--- config.mk ---
export PLATFORM = sky130hd
export DESIGN_NAME = mrd_sink
export DESIGN_NICKNAME = d
export VERILOG_FILES = /design/src/hdl/mrd_pkg.sv /design/src/hdl/mrd_sink.sv /design/src/hdl/mrd_div7.sv
export SDC_FILE = /design/constraint.sdc
export NUM_CORES = 1
export LEC_CHECK = 0
export ABC_AREA = 1
export BUFFER_PORTS_ARGS = -buffer_cell sky130_fd_sc_hd__buf_2
export CORE_MARGIN = 10
export CORE_UTILIZATION = 45
export CTS_BUF_LIST = sky130_fd_sc_hd__clkbuf_4 sky130_fd_sc_hd__clkbuf_8
export DETAILED_ROUTE_END_ITERATION = 16
export PLACE_DENSITY = 0.66
export SYNTH_ARGS = -nofsm -noshare
export SYNTH_HDL_FRONTEND = slang
export SYNTH_HIERARCHICAL = 1
export SYNTH_SLANG_ARGS = --single-unit
--- constraint.sdc ---
create_clock -name clk -period 10.54 [get_ports clk]
set_input_delay 2.635 -clock clk [delete_from_list [all_inputs] [get_ports clk]]
set_output_delay 2.635 -clock clk [all_outputs]
set_load 0.01 [all_outputs]
--- src/hdl/mrd_pkg.sv ---
`default_nettype none

package mrd_pkg;

	localparam int DATA_W    = 16; // one real or imaginary part.
	localparam int IDX_W     = 12; // sample index within a frame.
	localparam int FAC_W     = 6;  // one length factor, 1 to 63.
	localparam int NUM_BANKS = 7;

	typedef struct packed {
		logic [DATA_W-1:0] re;
		logic [DATA_W-1:0] im;
	} mrd_sample_t;

	// one stream beat, used on both the input and output side.
	typedef struct packed {
		logic        valid;
		logic        sop;
		logic        eop;
		mrd_sample_t data;
	} mrd_st_t;

	typedef struct packed {
		logic [NUM_BANKS-1:0] wren; // one-hot, bank 0 is the msb.
		logic [IDX_W-1:0]     addr;
		mrd_sample_t          data;
	} mrd_wr_t;

	typedef struct packed {
		logic [NUM_BANKS-1:0] rden; // same bank order as wren.
		logic [IDX_W-1:0]     addr;
	} mrd_rd_t;

	// bank number to one-hot select, out of range gives no bank.
	function automatic logic [NUM_BANKS-1:0] bank_sel(input logic [2:0] bank);
		logic [NUM_BANKS-1:0] sel;
		sel = '0;
		if (int'(bank) < NUM_BANKS)
			sel[NUM_BANKS-1-int'(bank)] = 1'b1;
		return sel;
	endfunction

endpackage

`default_nettype wire
--- src/hdl/mrd_sink.sv ---
`timescale 1ns/1ns
`default_nettype none

module mrd_sink (
	input  wire logic             clk,
	input  wire logic             rst_n,
	input  wire mrd_pkg::mrd_st_t in_st,
	input  wire logic             busy,
	output mrd_pkg::mrd_wr_t      wr,
	output logic                  frame_done
);

	import mrd_pkg::*;

	logic                 accept;
	logic                 lock;
	logic                 eop_q;
	logic [IDX_W-1:0]     idx;
	logic [IDX_W-1:0]     idx_cur;
	logic [IDX_W-1:0]     word;
	logic [2:0]           bank;
	logic [NUM_BANKS-1:0] wren_q;
	logic [IDX_W-1:0]     addr_q;
	mrd_sample_t          data_q;

	// closes the gap between the eop beat and busy going high.
	assign accept = in_st.valid && !busy && !lock;

	assign idx_cur = in_st.sop ? '0 : idx; // sop restarts the frame.

	mrd_div7 u_div7 (
		.dividend  (idx_cur),
		.quotient  (word),
		.remainder (bank)
	);

	always_ff @(posedge clk)
	begin
		if (!rst_n)
		begin
			idx        <= '0;
			lock       <= 1'b0;
			wren_q     <= '0;
			eop_q      <= 1'b0;
			frame_done <= 1'b0;
		end
		else
		begin
			wren_q     <= accept ? bank_sel(bank) : '0;
			eop_q      <= accept && in_st.eop;
			frame_done <= eop_q; // one cycle after the eop write.
			if (accept)
				idx <= idx_cur + 1'b1;
			if (accept && in_st.eop)
				lock <= 1'b1;
			else if (busy)
				lock <= 1'b0; // busy holds off beats from here on.
		end
	end

	// payload follows the write strobe.
	always_ff @(posedge clk)
	begin
		if (accept)
		begin
			addr_q <= word;
			data_q <= in_st.data;
		end
	end

	assign wr = '{wren: wren_q, addr: addr_q, data: data_q};

	// the frame in the banks must not change during read-out.
	a_no_wr_busy : assert property (@(posedge clk) disable iff (!rst_n)
		(wr.wren != '0) |-> !busy)
		else $error("bank write while busy");

endmodule

`default_nettype wire

--- src/hdl/mrd_div7.sv ---
`timescale 1ns/1ns
`default_nettype none

module mrd_div7 (
	input  wire logic [mrd_pkg::IDX_W-1:0] dividend,
	output logic [mrd_pkg::IDX_W-1:0]      quotient,
	output logic [2:0]                     remainder
);

	import mrd_pkg::*;

	// floor(2^16 / 7), so the estimate never overshoots.
	localparam logic [15:0]      RECIP = 16'((1 << 16) / NUM_BANKS);
	localparam logic [IDX_W-1:0] BANKS = IDX_W'(NUM_BANKS);

	logic [IDX_W+15:0] prod;
	logic [IDX_W-1:0]  q_est;
	logic [IDX_W-1:0]  back;
	logic [IDX_W-1:0]  rem_est;
	logic [IDX_W-1:0]  rem_fix;
	logic              fix;

	assign prod  = dividend * RECIP;
	assign q_est = prod[IDX_W+15:16]; // at most one below the true quotient.

	assign back    = q_est * BANKS;
	assign rem_est = dividend - back;

	// one correction step is enough for a 12 bit dividend.
	assign fix     = (rem_est >= BANKS);
	assign rem_fix = rem_est - BANKS;

	assign quotient  = q_est + IDX_W'(fix);
	assign remainder = fix ? rem_fix[2:0] : rem_est[2:0];

endmodule

`default_nettype wire

==> impl_metrics.tcl, run 1 <==
set metrics [dict create \
    yosysUniqueCellTypes 44 \
    insertedDiodeCount 0 \
    ant_nets 0 \
    dr.pass1.iters 5 \
    irDropWorstVdd_v 0.0000633 \
    finClkSkew_ns 0.0165 \
    dieArea_mm2 0.0176 \
    drt_wl_total_mm 13.6 \
    vias 4774 \
    endpoint_kind "flop" \
    ctsHoldBuffers 0 \
    nNetsFinal 941 \
    share_comb_of_total_power_pct 7.2 \
    die_w_um 133 \
    required_ns 10.62 \
    cp_num_buf_inv 10 \
    htreeDepth 3 \
    criticalPathCategory "in2reg" \
    fmax_mhz 99.7 \
    antenna_found_initial 0 \
    synthArstFlopShare_pct 0 \
    vias_per_cell 4.88 \
    nFillCells 1193 \
    max_cap_violations 0 \
    grt_pass1_wl_mm 23.0 \
    synth_edf_count 44 \
    synth_most_common_cell "nand2_1" \
    cp_top_family "adder cells" \
    cts_sinks 66 \
    power_frac_clock_pct 44.2 \
    cp_slowest_stage_delay_ns 0.60 \
    drt_first_iter_violations 254 \
    setup_violations 0 \
    initial_core_util_pct 45.7 \
    core_mm2 0.0125 \
    leakage_nw 3.65 \
    switching_share_pct 22.7 \
    syn_inst 699 \
    syn-num-nets 838 \
    clk_latency_ns 0.35 \
    synth-seq-area-share_pct 30.8 \
    clockBufferDepth 2 \
    setup_ws_ns 0.509 \
    post-route-drc-count 0 \
    ys_top_cells_by_area "edfxtp_1, ha_1, nand2_1" \
    hold_class "reg2reg" \
    grt_use_total_pct 15.7 \
    yosysWarnings 6 \
    post_drt_wl_per_cell_um 13.9 \
    grt_pass1_vias 4690 \
    synth_top_area_cell "edfxtp_1" \
    synth_area_mm2 0.00572 \
    p_per_area_mw_per_mm2 88.4 \
    place_hpwl_mm 11.5 \
    finalMaxSlewViolations 0 \
    dp_slack_ns 0.00270 \
    arrival_ns 10.12 \
    port_buffers 89 \
    synth-seq-cells 66 \
    grt_max_degree 53 \
    seq_power_share_pct 48.5 \
    overflow 0 \
    cp_max_fo 12 \
    clk_pin_slew_worst_paths_ns 0.08 \
    crit_path_frequent_cell "inv_1" \
    rows 41 \
    dieHeight_um 133 \
    p_sw_w 0.000134 \
    startpoint_type "input pin" \
    slew_headroom_pct 43.0 \
    root_buffer "clkbuf_8" \
    cts_tree "built" \
    area_growth_pct 17.1 \
    timing.final.crit_share_pct 95.2 \
    synthFlopType "edfxtp_1" \
    synth_top_area_share_pct 23.1 \
    drive_above_1_share_pct 20.3 \
    numCtsBuffers 9 \
    fin_crit_ns 10.03 \
    p_int_w 0.000458 \
    gp_congestion 0.914 \
    dp_cells 961 \
    avgSynthCellArea_um2 8.19 \
    worst_slew_pin_slew_ns 0.855 \
    hold_viol 0 \
    ios 90 \
    ys_top_cells_by_count "nand2_1, inv_1, ha_1, nor2_1, edfxtp_1" \
    final_cells 979 \
    outcome "complete, no violations" \
    cp_slowest_cell "fa_2" \
]
-- cells in the final DEF, fill, tap and decap left out, types with 7 or more instances in the layout --
master and n:
nand2_1 143, buf_2 88, o21ai_0 11, nand4_1 10, buf_4 7, dfxtp_1 22, a21oi_1 35, edfxtp_1 44
xnor2_1 9, nand2_2 10, nor2_1 61, ha_1 82, inv_2 9, fa_1 17, nand3_1 36, inv_1 122
clkbuf_8 9, xor2_1 17, nor3_1 8
-- cells by family (layout without fill, tap and decap cells) --
kind of cell               after synthesis  in the layout  synth area share [%]
DFF                                     66             66                  30.8
other                                    1              1                0.0655
and+or+nand+nor                        297            297                  23.8
AOI/OAI and AO/OA                       68             68                  6.78
xor gates and xnor gates                31             31                  5.01
buffers and inverters                  135            243                  9.09
adders and majority gates              101            101                  24.4
-- registers in the layout, summed over array words and instances (netlist names) --
register,count
wren_q,7
idx,12
lock,1
frame_done,1
addr_q,12
wr,32
eop_q,1
-- final cells by class --
class | instances | area, um^2 | share of cell area (%)
Timing Repair Buffer | 95 | 493 | 7.35
Tap cell | 172 | 215 | 3.21
Multi-Input combinational cell | 498 | 3490 | 52.1
Inverter | 132 | 498 | 7.43
Clock buffer | 9 | 124 | 1.85
Clock inverter | 7 | 116 | 1.74
Sequential cell | 66 | 1760 | 26.3
-- metal layers --
| metal | share of wire [%] | up-vias | global-route usage, % |
|---|---|---|---|
| met5 | 0 | - | 0 |
| met4 | 1.5 | 0 | 4.34 |
| met3 | 6.2 | 14 | 3.56 |
| met2 | 43 | 147 | 25.1 |
| met1 | 49 | 2150 | 20.8 |
| li1 | - | 2463 | - |
-- worst reg2reg max path: cells and delay by family (launching register included) --
kind / cells / cell delay (ns)
AO/OA/AOI/OAI: 3 / 0.57
XOR/XNOR: 3 / 0.42
adder cells (fa/ha/maj): 9 / 3.42
buffers and inverters: 10 / 0.73
flip-flops: 1 / 0.34
AND/OR/NAND/NOR: 17 / 2.20
-- metrics by stage --
stage	power, W	TNS, ns	area [um^2]	hold slack (ns)	utilization (%)
floorplan	0.000316	0	5720	0.390	-
global placement	0.000335	0	6390	0.397	51.1
detailed placement	0.000337	0	6390	0.406	51.1
CTS	0.000599	0	6630	0.429	53.0
global route	0.000613	-0.0134	6700	0.469	53.5
finish	0.000593	0	6700	0.429	53.5
-- power groups by stage --
stage | sequential [W] | clock (W) | combinational [W]
floorplan | 0.000297 | 0 | 0.0000189
global placement | 0.000293 | 0 | 0.0000419
finish | 0.000288 | 0.000262 | 0.0000428
detailed placement | 0.000294 | 0 | 0.0000431
CTS | 0.000288 | 0.000268 | 0.0000432
global route | 0.000288 | 0.000277 | 0.0000479
-- repair_timing --
action	in CTS	in global routing
buffers inserted	0	2
gates resized for setup	0	13
setup endpoints to repair	0	11
-- path summary, 6_finish.rpt --
path,startpoint,endpoint,slack [ns],cells past startpoint
setup / recovery,in_st[33],addr_q[6]$_DFFE_PN_,0.51,42
setup reg to reg,idx[10]$_SDFFE_PN0N_,addr_q[6]$_DFFE_PN_,2.63,42
hold reg to reg,eop_q$_SDFF_PN0_,frame_done$_SDFF_PN0_,0.43,2
hold / removal,eop_q$_SDFF_PN0_,frame_done$_SDFF_PN0_,0.43,2
(Power assumes the default switching activity.)
==> inputs of run 2 (changes only) <==
--- a/config.mk
+++ b/config.mk
@@ -8,10 +8,10 @@
 export ABC_AREA = 1
 export BUFFER_PORTS_ARGS = -buffer_cell sky130_fd_sc_hd__buf_2
 export CORE_MARGIN = 10
-export CORE_UTILIZATION = 45
+export CORE_UTILIZATION = 60
 export CTS_BUF_LIST = sky130_fd_sc_hd__clkbuf_4 sky130_fd_sc_hd__clkbuf_8
 export DETAILED_ROUTE_END_ITERATION = 16
-export PLACE_DENSITY = 0.66
+export PLACE_DENSITY = 0.84
 export SYNTH_ARGS = -nofsm -noshare
 export SYNTH_HDL_FRONTEND = slang
 export SYNTH_HIERARCHICAL = 1
==> impl_metrics.tcl, run 2 (synthesis results as in run 1) <==
set metrics [dict create \
    port_buffers 89 \
    gp_congestion 1.00 \
    p_per_area_mw_per_mm2 85.7 \
    seq_area_mm2 0.00176 \
    criticalPathCategory "in2reg" \
    root_buffer "clkbuf_8" \
    setup_ws_ns 0.465 \
    leakage_nw 3.63 \
    die_w_um 118 \
    final_common_cell "nand2_1" \
    cp_slowest_cell "fa_2" \
    dieHeight_um 118 \
    ctsHoldBuffers 0 \
    multi_input_area_mm2 0.00349 \
    crit_path_frequent_cell "inv_1" \
    overflow 0 \
    grt_pass1_wl_mm 23.3 \
    nFillCells 709 \
    drt_first_iter_violations 338 \
    drt_wl_total_mm 13.8 \
    nNetsFinal 940 \
    dp_slack_ns -0.0463 \
    clockBufferDepth 2 \
    dieArea_mm2 0.0138 \
    clk_pin_slew_worst_paths_ns 0.08 \
    cts_tree "built" \
    fmax_mhz 99.3 \
    final_cells 935 \
    layout_common_cells "nand2_1, inv_1, buf_2, ha_1, nor2_1" \
    finClkSkew_ns 0.0107 \
    min_path_cells 2 \
    setup_violations 0 \
    grt_use_total_pct 19.9 \
    cp_slowest_stage_delay_ns 0.61 \
    worst_slew_pin_slew_ns 0.779 \
    ant_nets 0 \
    dr.pass1.iters 5 \
    outcome "complete, no violations" \
    finalMaxSlewViolations 0 \
    max_cap_violations 0 \
    fin_crit_ns 10.08 \
    reg2reg_depth 43 \
    insertedDiodeCount 0 \
    dp_cells 918 \
    cts_sinks 66 \
    grt_pass1_vias 4981 \
    grt_max_degree 53 \
    slew_headroom_pct 48.0 \
    place_hpwl_mm 11.4 \
    timing.final.crit_share_pct 95.6 \
    rows 35 \
    startpoint_type "input pin" \
    irDropWorstVdd_v 0.0000648 \
    hold_viol 0 \
    arrival_ns 10.28 \
    cp_max_fo 12 \
    reg2reg_setup_slack_ns 2.64 \
    drive_above_1_share_pct 20.6 \
    endpoint_kind "flop" \
    htreeDepth 3 \
    vias 4965 \
    area_growth_pct 15.8 \
    clk_latency_ns 0.33 \
    largest_register_ff_count 32 \
    numCtsBuffers 9 \
    post_drt_wl_per_cell_um 14.8 \
    antenna_found_initial 0 \
    initial_core_util_pct 61.6 \
    core_mm2 0.00928 \
    hold_class "reg2reg" \
    vias_per_cell 5.31 \
    ios 90 \
    required_ns 10.75 \
    post-route-drc-count 0 \
]
[run 2: cell types whose count changed in the layout (fill, tap and decap cells not counted), sizes merged]
cell      before  now
buf           95   94
bufinv         3    2
clkbuf         9   10
clkinvlp       0    1
inv          133  132
[run 2: area by class of cell]
type,instances,area share [%]
tap,129,2.43
clock buffer,10,2.08
clock inverter,6,1.36
multi-input combinational,498,52.7
inverter,132,7.51
sequential,66,26.6
timing repair buffer,94,7.32
[run 2: what timing repair did]
| item | CTS | global route |
|---|---|---|
| setup endpoints to repair | 0 | 9 |
| gates resized for setup | 0 | 15 |
| buffers inserted | 0 | 1 |
[run 2: metal layers]
layer / part of all wire, % / vias to the layer above / track usage, %
met5: 0 / - / 0
met4: 2.5 / 0 / 6.88
met3: 7.2 / 28 / 4.22
met2: 46 / 188 / 34.0
met1: 44 / 2287 / 24.2
li1: - / 2462 / -
[run 2: through the flow]
| stage | hold WS, ns | power [W] | utilization (%) | TNS (ns) | instance area, um^2 |
|---|---|---|---|---|---|
| CTS | 0.435 | 0.000570 | 70.7 | 0 | 6570 |
| finish | 0.433 | 0.000568 | 71.4 | 0 | 6630 |
| global route | 0.446 | 0.000590 | 71.4 | -0.156 | 6630 |
| global placement | 0.397 | 0.000334 | 68.3 | 0 | 6340 |
| floorplan | 0.390 | 0.000316 | - | 0 | 5720 |
| detailed placement | 0.411 | 0.000337 | 68.3 | -0.105 | 6340 |
[run 2: worst max-delay path, delay by kind of cell]
kind,cells,cell delay [ns]
simple gates,18,2.16
compound gates,4,0.67
buf+inv,11,0.94
xor+xnor,3,0.38
fa+ha+maj,9,3.49
[run 2: where the power goes]
group | switching [W] | leakage, nW | internal, W
clock network | 0.0000957 | 0.112 | 0.000140
registers | 0.00000272 | 0.592 | 0.000285
logic | 0.0000284 | 2.92 | 0.0000161
[run 2: final timing paths]
| check | startpoint | end |
|---|---|---|
| setup / recovery | in_st[33] | wren_q[1]$_SDFF_PN0_ |
| hold / removal | eop_q$_SDFF_PN0_ | frame_done$_SDFF_PN0_ |
| hold reg to reg | eop_q$_SDFF_PN0_ | frame_done$_SDFF_PN0_ |
| setup reg to reg | idx[7]$_SDFFE_PN0N_ | wren_q[1]$_SDFF_PN0_ |
