<file path="src/hdl/mrd_pkg.sv">
`default_nettype none

package mrd_pkg;

	localparam int DATA_W    = 16; // one real or imaginary part.
	localparam int IDX_W     = 12; // sample index within a frame.
	localparam int FAC_W     = 6;  // one length factor, 1 to 63.
	localparam int NUM_BANKS = 7;

	typedef struct packed {
		logic [DATA_W-1:0] re;
		logic [DATA_W-1:0] im;
	} mrd_sample_t;

	// one stream beat, used on both the input and output side.
	typedef struct packed {
		logic        valid;
		logic        sop;
		logic        eop;
		mrd_sample_t data;
	} mrd_st_t;

	typedef struct packed {
		logic [NUM_BANKS-1:0] wren; // one-hot, bank 0 is the msb.
		logic [IDX_W-1:0]     addr;
		mrd_sample_t          data;
	} mrd_wr_t;

	typedef struct packed {
		logic [NUM_BANKS-1:0] rden; // same bank order as wren.
		logic [IDX_W-1:0]     addr;
	} mrd_rd_t;

	// bank number to one-hot select, out of range gives no bank.
	function automatic logic [NUM_BANKS-1:0] bank_sel(input logic [2:0] bank);
		logic [NUM_BANKS-1:0] sel;
		sel = '0;
		if (int'(bank) < NUM_BANKS)
			sel[NUM_BANKS-1-int'(bank)] = 1'b1;
		return sel;
	endfunction

endpackage

`default_nettype wire
</file>
<file path="src/hdl/mrd_source.sv">
`timescale 1ns/1ns
`default_nettype none

module mrd_source (
	input  wire logic                      clk,
	input  wire logic                      rst_n,
	input  wire logic [mrd_pkg::FAC_W-1:0] n1,
	input  wire logic [mrd_pkg::FAC_W-1:0] n2,
	input  wire logic                      frame_done,
	output mrd_pkg::mrd_rd_t               rd,
	input  wire mrd_pkg::mrd_sample_t      rd_data,
	output mrd_pkg::mrd_st_t               out_st,
	output logic                           source_end
);

	import mrd_pkg::*;

	logic             active;
	logic [FAC_W-1:0] r;   // inner count, up to n1-1.
	logic [FAC_W-1:0] q;   // outer count, up to n2-1.
	logic [IDX_W-1:0] idx; // r*n2 + q.
	logic [IDX_W-1:0] word;
	logic [2:0]       bank;
	logic             r_wrap;
	logic             q_wrap;
	logic             first;
	logic             last;

	logic             valid_d1;
	logic             sop_d1;
	logic             eop_d1;
	logic             out_valid;
	logic             out_sop;
	logic             out_eop;
	mrd_sample_t      out_data;

	assign r_wrap = (r == n1 - 1'b1);
	assign q_wrap = (q == n2 - 1'b1);
	assign first  = active && (r == '0) && (q == '0);
	assign last   = active && r_wrap && q_wrap;

	// position j = q*n1 + r reads input sample r*n2 + q.
	always_ff @(posedge clk)
	begin
		if (!rst_n)
		begin
			active <= 1'b0;
			r      <= '0;
			q      <= '0;
			idx    <= '0;
		end
		else if (frame_done)
		begin
			active <= 1'b1;
			r      <= '0;
			q      <= '0;
			idx    <= '0;
		end
		else if (active)
		begin
			if (r_wrap)
			begin
				r   <= '0;
				q   <= q + 1'b1;
				idx <= IDX_W'(q) + 1'b1; // rewind to the next column.
				if (q_wrap)
					active <= 1'b0;
			end
			else
			begin
				r   <= r + 1'b1;
				idx <= idx + IDX_W'(n2);
			end
		end
	end

	mrd_div7 u_div7 (
		.dividend  (idx),
		.quotient  (word),
		.remainder (bank)
	);

	assign rd = '{rden: active ? bank_sel(bank) : '0, addr: word};

	// two stages, ram latency plus the output register.
	always_ff @(posedge clk)
	begin
		if (!rst_n)
		begin
			valid_d1   <= 1'b0;
			sop_d1     <= 1'b0;
			eop_d1     <= 1'b0;
			out_valid  <= 1'b0;
			out_sop    <= 1'b0;
			out_eop    <= 1'b0;
			source_end <= 1'b0;
		end
		else
		begin
			valid_d1   <= active;
			sop_d1     <= first;
			eop_d1     <= last;
			out_valid  <= valid_d1;
			out_sop    <= sop_d1;
			out_eop    <= eop_d1;
			source_end <= out_eop; // the cycle after the last beat.
		end
	end

	always_ff @(posedge clk)
	begin
		if (valid_d1)
			out_data <= rd_data;
	end

	assign out_st = '{valid: out_valid, sop: out_sop, eop: out_eop, data: out_data};

	// sink has to wait for busy to drop.
	a_no_overlap : assert property (@(posedge clk) disable iff (!rst_n)
		frame_done |-> !(active || valid_d1 || out_valid))
		else $error("frame_done during read-out");

endmodule

`default_nettype wire

</file>
<file path="src/hdl/mrd_div7.sv">
`timescale 1ns/1ns
`default_nettype none

module mrd_div7 (
	input  wire logic [mrd_pkg::IDX_W-1:0] dividend,
	output logic [mrd_pkg::IDX_W-1:0]      quotient,
	output logic [2:0]                     remainder
);

	import mrd_pkg::*;

	// floor(2^16 / 7), so the estimate never overshoots.
	localparam logic [15:0]      RECIP = 16'((1 << 16) / NUM_BANKS);
	localparam logic [IDX_W-1:0] BANKS = IDX_W'(NUM_BANKS);

	logic [IDX_W+15:0] prod;
	logic [IDX_W-1:0]  q_est;
	logic [IDX_W-1:0]  back;
	logic [IDX_W-1:0]  rem_est;
	logic [IDX_W-1:0]  rem_fix;
	logic              fix;

	assign prod  = dividend * RECIP;
	assign q_est = prod[IDX_W+15:16]; // at most one below the true quotient.

	assign back    = q_est * BANKS;
	assign rem_est = dividend - back;

	// one correction step is enough for a 12 bit dividend.
	assign fix     = (rem_est >= BANKS);
	assign rem_fix = rem_est - BANKS;

	assign quotient  = q_est + IDX_W'(fix);
	assign remainder = fix ? rem_fix[2:0] : rem_est[2:0];

endmodule

`default_nettype wire

</file>
<file path="config.mk">
export PLATFORM = sky130hd
export DESIGN_NAME = mrd_source
export DESIGN_NICKNAME = d
export VERILOG_FILES = /design/src/hdl/mrd_pkg.sv /design/src/hdl/mrd_source.sv /design/src/hdl/mrd_div7.sv
export SDC_FILE = /design/constraint.sdc
export NUM_CORES = 1
export LEC_CHECK = 0
export ABC_AREA = 1
export BUFFER_PORTS_ARGS = -buffer_cell sky130_fd_sc_hd__buf_4
export CAP_MARGIN = 15
export CORE_MARGIN = 4
export CORE_UTILIZATION = 40
export DETAILED_ROUTE_END_ITERATION = 10
export GPL_ROUTABILITY_DRIVEN = 0
export MAX_ROUTING_LAYER = met4
export PLACE_DENSITY_LB_ADDON = 0.15
export SLEW_MARGIN = 15
export SYNTH_ARGS = -nofsm -noshare
export SYNTH_HDL_FRONTEND = slang
export SYNTH_SLANG_ARGS = --single-unit
</file>
<file path="constraint.sdc">
create_clock -name clk -period 8.41 [get_ports clk]
set_clock_uncertainty 0.1 [all_clocks]
set_input_delay 1.2615 -clock clk [delete_from_list [all_inputs] [get_ports clk]]
set_output_delay 1.2615 -clock clk [all_outputs]
set_load 0.02 [all_outputs]
</file>
==> results of run 1 <==
==> critical path: cells and delay by family (launching register included) <==
family | cells | cell delay, ps
xor gates and xnor gates | 2 | 390
DFF | 1 | 350
AOI/OAI and AO/OA | 5 | 630
and+or+nand+nor | 19 | 2180
adders and majority gates | 8 | 2810
buffers and inverters | 9 | 640
==> synth_stat cells (2+ instances only) <==
master	instances
sky130_fd_sc_hd__a21o_1	2
sky130_fd_sc_hd__a21oi_1	42
sky130_fd_sc_hd__a31o_2	2
sky130_fd_sc_hd__a31oi_1	2
sky130_fd_sc_hd__buf_4	4
sky130_fd_sc_hd__dfxtp_1	32
sky130_fd_sc_hd__edfxtp_1	32
sky130_fd_sc_hd__fa_1	18
sky130_fd_sc_hd__ha_1	97
sky130_fd_sc_hd__inv_1	149
sky130_fd_sc_hd__inv_2	4
sky130_fd_sc_hd__nand2_1	150
sky130_fd_sc_hd__nand2_2	10
sky130_fd_sc_hd__nand2_4	4
sky130_fd_sc_hd__nand3_1	40
sky130_fd_sc_hd__nand3_2	5
sky130_fd_sc_hd__nand3b_1	2
sky130_fd_sc_hd__nand4_1	16
sky130_fd_sc_hd__nor2_1	58
sky130_fd_sc_hd__nor2_2	7
sky130_fd_sc_hd__nor3_1	9
sky130_fd_sc_hd__nor3b_1	5
sky130_fd_sc_hd__nor4_1	3
sky130_fd_sc_hd__o21a_1	2
sky130_fd_sc_hd__o21ai_0	17
sky130_fd_sc_hd__o21bai_1	4
sky130_fd_sc_hd__o22ai_1	5
sky130_fd_sc_hd__or2_2	4
sky130_fd_sc_hd__xnor2_1	17
sky130_fd_sc_hd__xor2_1	38
==> through the flow <==
stage	power (uW)	setup TNS [ps]	instances	worst slack [ps]
final	1150	-3630	1218	-293
after global routing	1220	-9400	1218	-623
after CTS	1080	-3540	1211	-265
after detailed placement	674	-3560	1175	-410
after global placement	674	-2190	1175	-294
after floorplan	553	-11.8	794	-11.8
==> layout make-up <==
type	instances	area (um^2)
Clock buffer	9	225
Clock inverter	7	47.5
Fill cell	1300	5860
Inverter	154	586
Multi-Input combinational cell	570	4870
Sequential cell	64	1610
Tap cell	188	235
Timing Repair Buffer	226	1770
==> logic make-up (layout without fill, tap and decap cells) <==
logic type,count (synthesis),count (layout),share of synthesized area
flip-flops,64,64,0.258
XOR/XNOR,56,56,0.0801
other,1,1,0.000603
AND/OR/NAND/NOR,313,313,0.229
buffers and inverters,160,396,0.0993
adder cells (fa/ha/maj),115,115,0.253
AO/OA/AOI/OAI,85,85,0.0799
==> worst max-delay path by stage <==
stage / slack, ps / cells past startpoint / from / endpoint
6_report: -290 / 43 / idx[11] / rd[17]
3_3_place_gp: -290 / 41 / idx[7] / rd[9]
4_1_cts: -260 / 45 / idx[10] / rd[7]
2_1_floorplan: -10 / 42 / idx[7] / rd[7]
3_5_place_dp: -410 / 43 / idx[8] / rd[9]
5_1_grt: -620 / 43 / idx[11] / rd[17]
==> per-layer routing <==
| metal | vias up | routed length (um) | track usage |
|---|---|---|---|
| li1 | 3035 | - | - |
| met1 | 2674 | 7820 | 0.245 |
| met2 | 135 | 8260 | 0.323 |
| met3 | 28 | 714 | 0.0278 |
| met4 | 0 | 473 | 0.0589 |
| met5 | - | 0 | - |
==> registers in the layout (all words and copies together) (netlist names) <==
name and cells:
q 6, out_sop 1, eop_d1 1, out_eop 1, out_valid 1, sop_d1 1
idx 12, valid_d1 1, out_st 32, active 1, source_end 1, r 6
==> where the power goes <==
group	switching [uW]	internal, uW	total (uW)	leakage [uW]
sequential	5.22	337	342	0.000559
combinational	260	216	476	0.00405
clock	138	198	336	0.000122
==> what timing repair did <==
item / 4_1_cts / 5_1_grt
setup endpoints to repair: 18 / 18
pin swaps: 68 / 71
buffers inserted: 21 / 7
resized for setup: 87 / 110
==> impl_table.tex, run 1 <==
\begin{tabular}{lr}
\hline
Metric & Value \\
\hline
\multicolumn{2}{l}{\textbf{Synthesis}} \\
\quad Post-synthesis sequential element count & 64 \\
\quad Async set or reset register ratio after synthesis & 0 \\
\quad Top cells by area, synth & sky130\_fd\_sc\_hd\_\_ha\_1 20\%, sky130\_fd\_sc\_hd\_\_edfxtp\_1 15\%, sky130\_fd\_sc\_hd\_\_dfxtp\_1 10\%, sky130\_fd\_sc\_hd\_\_nand2\_1 9.1\%, sky130\_fd\_sc\_hd\_\_inv\_1 9.0\% \\
\quad Synth unique cells & 44 \\
\quad Mean instance size in the synthesized netlist & 7.83 um\^{}2 \\
\quad Post-synth EDFFs & 32 \\
\quad Cell area after technology mapping & 6210 um\^{}2 \\
\quad Area fraction of the dominant cell type after synthesis & 0.195 \\
\quad YS warnings & 0 \\
\quad Mapped Cells & 794 \\
\quad Primary flip-flop cell chosen by synthesis mapping & sky130\_fd\_sc\_hd\_\_edfxtp\_1 \\
\quad Register area share after synthesis & 0.258 \\
\quad Largest area contributor in the synthesized netlist & sky130\_fd\_sc\_hd\_\_ha\_1 \\
\quad Mapped Nets & $\sim$960 \\
\multicolumn{2}{l}{\textbf{Placed design}} \\
\quad Area of placed instances & about 8000 um\^{}2 \\
\quad Count of buffers inserted at the top-level ports & 100 \\
\quad Half-perimeter wire length after detailed placement & 13100 um \\
\multicolumn{2}{l}{\textbf{Timing}} \\
\quad Final critical path time including I/O delays and setup & 8700 ps \\
\quad PnR worst setup slack & -293 ps \\
\quad Worst hold margin & 310 ps \\
\quad Hold Fails Final Rpt & 0 \\
\quad Total count of max-transition violations in the final report & 0 \\
\quad Measured slew at the worst slew-check pin & just under 700 ps \\
\quad Post-route clock period utilization & 1.03 \\
\quad Number of setup violations in the final report & 17 \\
\quad Worst rel slew slack & 0.544 \\
\quad Highest clock rate & 0.115 GHz \\
\quad Setup repair after global routing missed its margin & true \\
\multicolumn{2}{l}{\textbf{Critical path}} \\
\quad Maximum fanout encountered on the critical timing path & 5 \\
\quad Stage delay of the slowest cell on the critical path & 540 ps \\
\quad Reg2Reg Capture Point & idx[10] \\
\quad Worst endpoint required time & just over 7000 ps \\
\quad Register-to-register setup slack & 5490 ps \\
\quad Most used cell, CP & sky130\_fd\_sc\_hd\_\_nand2\_4 \\
\quad Arrival time reported for the critical path endpoint & 7340 ps \\
\quad Cell with the largest stage delay on the worst path & sky130\_fd\_sc\_hd\_\_fa\_1 \\
\quad Number of cell instances on the worst register-to-register path & 11 \\
\quad Critical path endpoint category & output port \\
\quad Startpoint type of the worst setup path & flop \\
\quad Type of the setup path with the least slack & reg -> out \\
\quad R2r startpoint & idx[1] \\
\multicolumn{2}{l}{\textbf{Clocking}} \\
\quad CTS tree & yes \\
\quad CTS sink cnt & 64 \\
\quad Post-CTS Hold Fix Bufs & 0 \\
\quad Master cell of the clock root buffer & sky130\_fd\_sc\_hd\_\_clkbuf\_16 \\
\quad Number of H-tree branching levels & 3 \\
\quad TritonCTS buffer count & 9 \\
\quad Number of buffers on the longest clock path & 2 \\
\quad Clock insertion delay at the later pin of the skew report & 330 ps \\
\quad Clock transition time at the flip-flop clock pins of the worst setup and hold paths & 60 ps \\
\multicolumn{2}{l}{\textbf{Run}} \\
\quad Max Cap Violations & 0 \\
\multicolumn{2}{l}{\textbf{Global route}} \\
\quad Largest net degree at the start of global routing & 34 \\
\quad Total GRT Usage & 0.194 \\
\quad Wire length of the first global-routing pass & 27300 um \\
\quad Number of antenna violations at the first check in global routing & 0 \\
\quad Vias in the first global route & 5789 \\
\quad GRT overflow & 0 \\
\multicolumn{2}{l}{\textbf{Floorplanning}} \\
\quad Cell Rows & 45 \\
\quad Core region area & 15200 um\^{}2 \\
\quad Initial core utilization & 0.409 \\
\quad Overall die height & about 130 um \\
\quad Die area & 17600 um\^{}2 \\
\quad Floorplan die width & roughly 130 um \\
\quad Top-Level Pins & 102 \\
\multicolumn{2}{l}{\textbf{Routing}} \\
\quad Routed wirelength normalized by instance count & between 10 and 15 um \\
\quad Vias per cell & between 4 and 5 \\
\quad DRC violation count after routing & 0 \\
\quad DR pass1 iterations & 5 \\
\quad Final Routed Wirelength & about 17000 um \\
\quad Post-route ant nets & 0 \\
\quad Routed vias & 5872 \\
\quad Detailed Route Iter0 Violations & around 250 \\
\multicolumn{2}{l}{\textbf{Pwr}} \\
\quad Leakage power summed over all cells & 0.00473 uW \\
\quad Total power per unit cell area & 124 nW/um\^{}2 \\
\quad Max rail drop VDD & approximately 0.11 mV \\
\multicolumn{2}{l}{\textbf{Finish}} \\
\quad Final instance area & approximately 9300 um\^{}2 \\
\quad Most common library cell in the layout ignoring fill and taps & sky130\_fd\_sc\_hd\_\_buf\_4 \\
\quad Share of post-route cells with drive strength above 1 & 0.407 \\
\quad Area Growth Syn to Fin & 50.3\% \\
\quad Utilization after layout & 0.614 \\
\quad Most used cells in the layout excluding fill and tap cells & 207 x sky130\_fd\_sc\_hd\_\_buf\_4, 127 x sky130\_fd\_sc\_hd\_\_inv\_1, 126 x sky130\_fd\_sc\_hd\_\_nand2\_1 \\
\quad Antenna fix cells & 0 \\
\quad Total Nets Final & 1187 \\
\multicolumn{2}{l}{\textbf{Min path}} \\
\quad Hold path cells & 2 \\
\quad Endpoint, Worst Hold & out\_eop \\
\quad Launch point of the worst hold path & eop\_d1 \\
\quad Worst min path class & reg -> reg \\
\multicolumn{2}{l}{\textbf{Outcome}} \\
\quad Status & finished, violations left \\
\quad Violations in the final reports & setup timing \\
\hline
\end{tabular}
(Power assumes the default switching activity.)
==> run 2: changes to the inputs <==
Settings changed: MAX_ROUTING_LAYER met4 to not set.
==> run 2 against run 1 <==
Net effect: the flow still finishes with violations (setup timing); power about the same; setup slack improved by 0.79 ps; first-iteration DRC count is 0.79% higher; non-clock buffer count is the same; critical path depth did not move; cell count unchanged; flip-flop and latch count stayed put; clock power is essentially flat; sequential power about the same; global-route usage decreased by 0.58 points; critical endpoint unchanged.
==> impl_table.tex, run 2 (synthesis results as in run 1) <==
\begin{tabular}{lr}
\hline
Metric & Value \\
\hline
\multicolumn{2}{l}{\textbf{Placed design}} \\
\quad Worst-case setup slack after placement & -410 ps \\
\quad Half-perimeter wire length after detailed placement & 13100 um \\
\quad Count of buffers inserted at the top-level ports & 100 \\
\multicolumn{2}{l}{\textbf{Critical path}} \\
\quad Arrival time reported for the critical path endpoint & $\sim$7300 ps \\
\quad R2r startpoint & idx[1] \\
\quad Startpoint type of the worst setup path & flop \\
\quad Most used cell, CP & sky130\_fd\_sc\_hd\_\_nand2\_4 \\
\quad Type of the setup path with the least slack & reg -> out \\
\quad Stage delay of the slowest cell on the critical path & about 540 ps \\
\quad Maximum fanout encountered on the critical timing path & 5 \\
\quad Beginning of the critical path & idx[11] \\
\quad Critical path endpoint category & output port \\
\quad Cell with the largest stage delay on the worst path & sky130\_fd\_sc\_hd\_\_fa\_1 \\
\quad Worst endpoint required time & 7050 ps \\
\multicolumn{2}{l}{\textbf{Pwr}} \\
\quad Leakage power summed over all cells & 0.00473 uW \\
\quad Fraction of power consumed by combinational cells & 0.413 \\
\quad Total chip power & 1150 uW \\
\quad Total power per unit cell area & approximately 120 nW/um\^{}2 \\
\quad Internal cell power & 751 uW \\
\quad Net switching power & 404 uW \\
\quad Share of power burned in registers & 0.296 \\
\quad Clock network power share & 0.291 \\
\quad Fraction of power spent switching nets & 0.350 \\
\quad Max rail drop VDD & 0.105 mV \\
\multicolumn{2}{l}{\textbf{Finish}} \\
\quad Share of post-route cells with drive strength above 1 & 0.407 \\
\quad Antenna fix cells & 0 \\
\quad Max reg flops & 32 \\
\quad Area Growth Syn to Fin & 50.3\% \\
\quad Total Nets Final & 1187 \\
\quad Most common library cell in the layout ignoring fill and taps & sky130\_fd\_sc\_hd\_\_buf\_4 \\
\quad Most used cells in the layout excluding fill and tap cells & 207 x sky130\_fd\_sc\_hd\_\_buf\_4, 127 x sky130\_fd\_sc\_hd\_\_inv\_1, 126 x sky130\_fd\_sc\_hd\_\_nand2\_1 \\
\multicolumn{2}{l}{\textbf{Timing}} \\
\quad Measured slew at the worst slew-check pin & 676 ps \\
\quad Total count of max-transition violations in the final report & 0 \\
\quad Final critical path time including I/O delays and setup & 8700 ps \\
\quad Worst rel slew slack & 0.544 \\
\quad Post-route clock period utilization & 1.03 \\
\quad Hold Fails Final Rpt & 0 \\
\quad Highest clock rate & 0.115 GHz \\
\quad TNS Setup & -3620 ps \\
\quad Setup repair after global routing missed its margin & true \\
\quad Worst hold margin & 310 ps \\
\quad Number of setup violations in the final report & 17 \\
\quad PnR worst setup slack & -292 ps \\
\multicolumn{2}{l}{\textbf{Floorplanning}} \\
\quad Die area & 17600 um\^{}2 \\
\quad Core region area & 15200 um\^{}2 \\
\quad Initial core utilization & 0.409 \\
\quad Floorplan die width & $\sim$130 um \\
\quad Overall die height & 133 um \\
\quad Cell Rows & 45 \\
\quad Top-Level Pins & 102 \\
\multicolumn{2}{l}{\textbf{Clocking}} \\
\quad Number of buffers on the longest clock path & 2 \\
\quad Clock transition time at the flip-flop clock pins of the worst setup and hold paths & approximately 60 ps \\
\quad Master cell of the clock root buffer & sky130\_fd\_sc\_hd\_\_clkbuf\_16 \\
\quad TritonCTS buffer count & 9 \\
\quad CTS sink cnt & 64 \\
\quad Clock insertion delay at the later pin of the skew report & 330 ps \\
\quad CTS tree & yes \\
\quad Number of H-tree branching levels & 3 \\
\multicolumn{2}{l}{\textbf{Routing}} \\
\quad Routed vias & 5854 \\
\quad Final Routed Wirelength & 17300 um \\
\quad Routed wirelength normalized by instance count & 14.2 um \\
\quad DRC violation count after routing & 0 \\
\quad Detailed Route Iter0 Violations & 255 \\
\quad Vias per cell & 4.81 \\
\quad Post-route ant nets & 0 \\
\quad DR pass1 iterations & 4 \\
\multicolumn{2}{l}{\textbf{Outcome}} \\
\quad Status & finished, violations left \\
\quad Violations in the final reports & setup timing \\
\multicolumn{2}{l}{\textbf{Global route}} \\
\quad GRT overflow & 0 \\
\quad Vias in the first global route & 5794 \\
\quad Wire length of the first global-routing pass & 27300 um \\
\quad Largest net degree at the start of global routing & 34 \\
\quad Total GRT Usage & 0.188 \\
\quad Number of antenna violations at the first check in global routing & 0 \\
\multicolumn{2}{l}{\textbf{Min path}} \\
\quad Launch point of the worst hold path & eop\_d1 \\
\quad Worst min path class & reg -> reg \\
\multicolumn{2}{l}{\textbf{Run}} \\
\quad Max Cap Violations & 0 \\
\hline
\end{tabular}
run 2: cell counts in the layout (fill, tap and decap cells not counted):
Identical to the previous run, type by type.
run 2: per-stage QoR:
step	instance area [um^2]	std cells	utilization
after global routing	9340	1218	0.614
after floorplan	6250	794	-
after CTS	8850	1211	0.582
final	9340	1218	0.614
after global placement	7940	1175	0.522
after detailed placement	7940	1175	0.522
run 2: power by group through the flow:
| stage | Clock (uW) | Sequential, uW | Combinational [uW] |
|---|---|---|---|
| detailed placement | 0 | 349 | 325 |
| global route | 359 | 343 | 519 |
| floorplan | 0 | 357 | 196 |
| global placement | 0 | 349 | 325 |
| finish | 336 | 342 | 476 |
| CTS | 345 | 342 | 390 |
run 2: critical path: cells and delay by family (launching register included):
kind            cells  cell delay, ps
fa+ha+maj           8            2810
simple gates       19            2180
buf+inv             9             640
compound gates      5             630
xor+xnor            2             400
flops               1             350
run 2: path summary, 6_finish.rpt:
kind,to,slack [ps],cells after the start
min reg2reg,out_eop,310,2
max,rd[17],-290,43
min,out_eop,310,2
max reg2reg,idx[10],5490,11
run 2: routing by layer:
| metal | vias up | wire length [um] | GRT usage | part of all wire |
|---|---|---|---|---|
| li1 | 3033 | - | - | - |
| met1 | 2669 | 7870 | 0.243 | 0.46 |
| met2 | 124 | 8290 | 0.324 | 0.48 |
| met3 | 28 | 661 | 0.0285 | 0.038 |
| met4 | 0 | 473 | 0.0589 | 0.027 |
| met5 | - | 0 | 0 | 0 |
run 2: layout make-up:
class | instances | area [um^2]
multi-input combinational | 570 | 4870
sequential | 64 | 1610
clock buffer | 9 | 225
fill | 1300 | 5860
inverter | 154 | 586
tap | 188 | 235
timing repair buffer | 226 | 1770
clock inverter | 7 | 47.5
run 2: what timing repair did:
action,CTS,global route
gates resized for setup,87,110
endpoints found under the setup margin,18,18
hold buffers,0,0
setup buffers,21,7
pin swaps,68,71
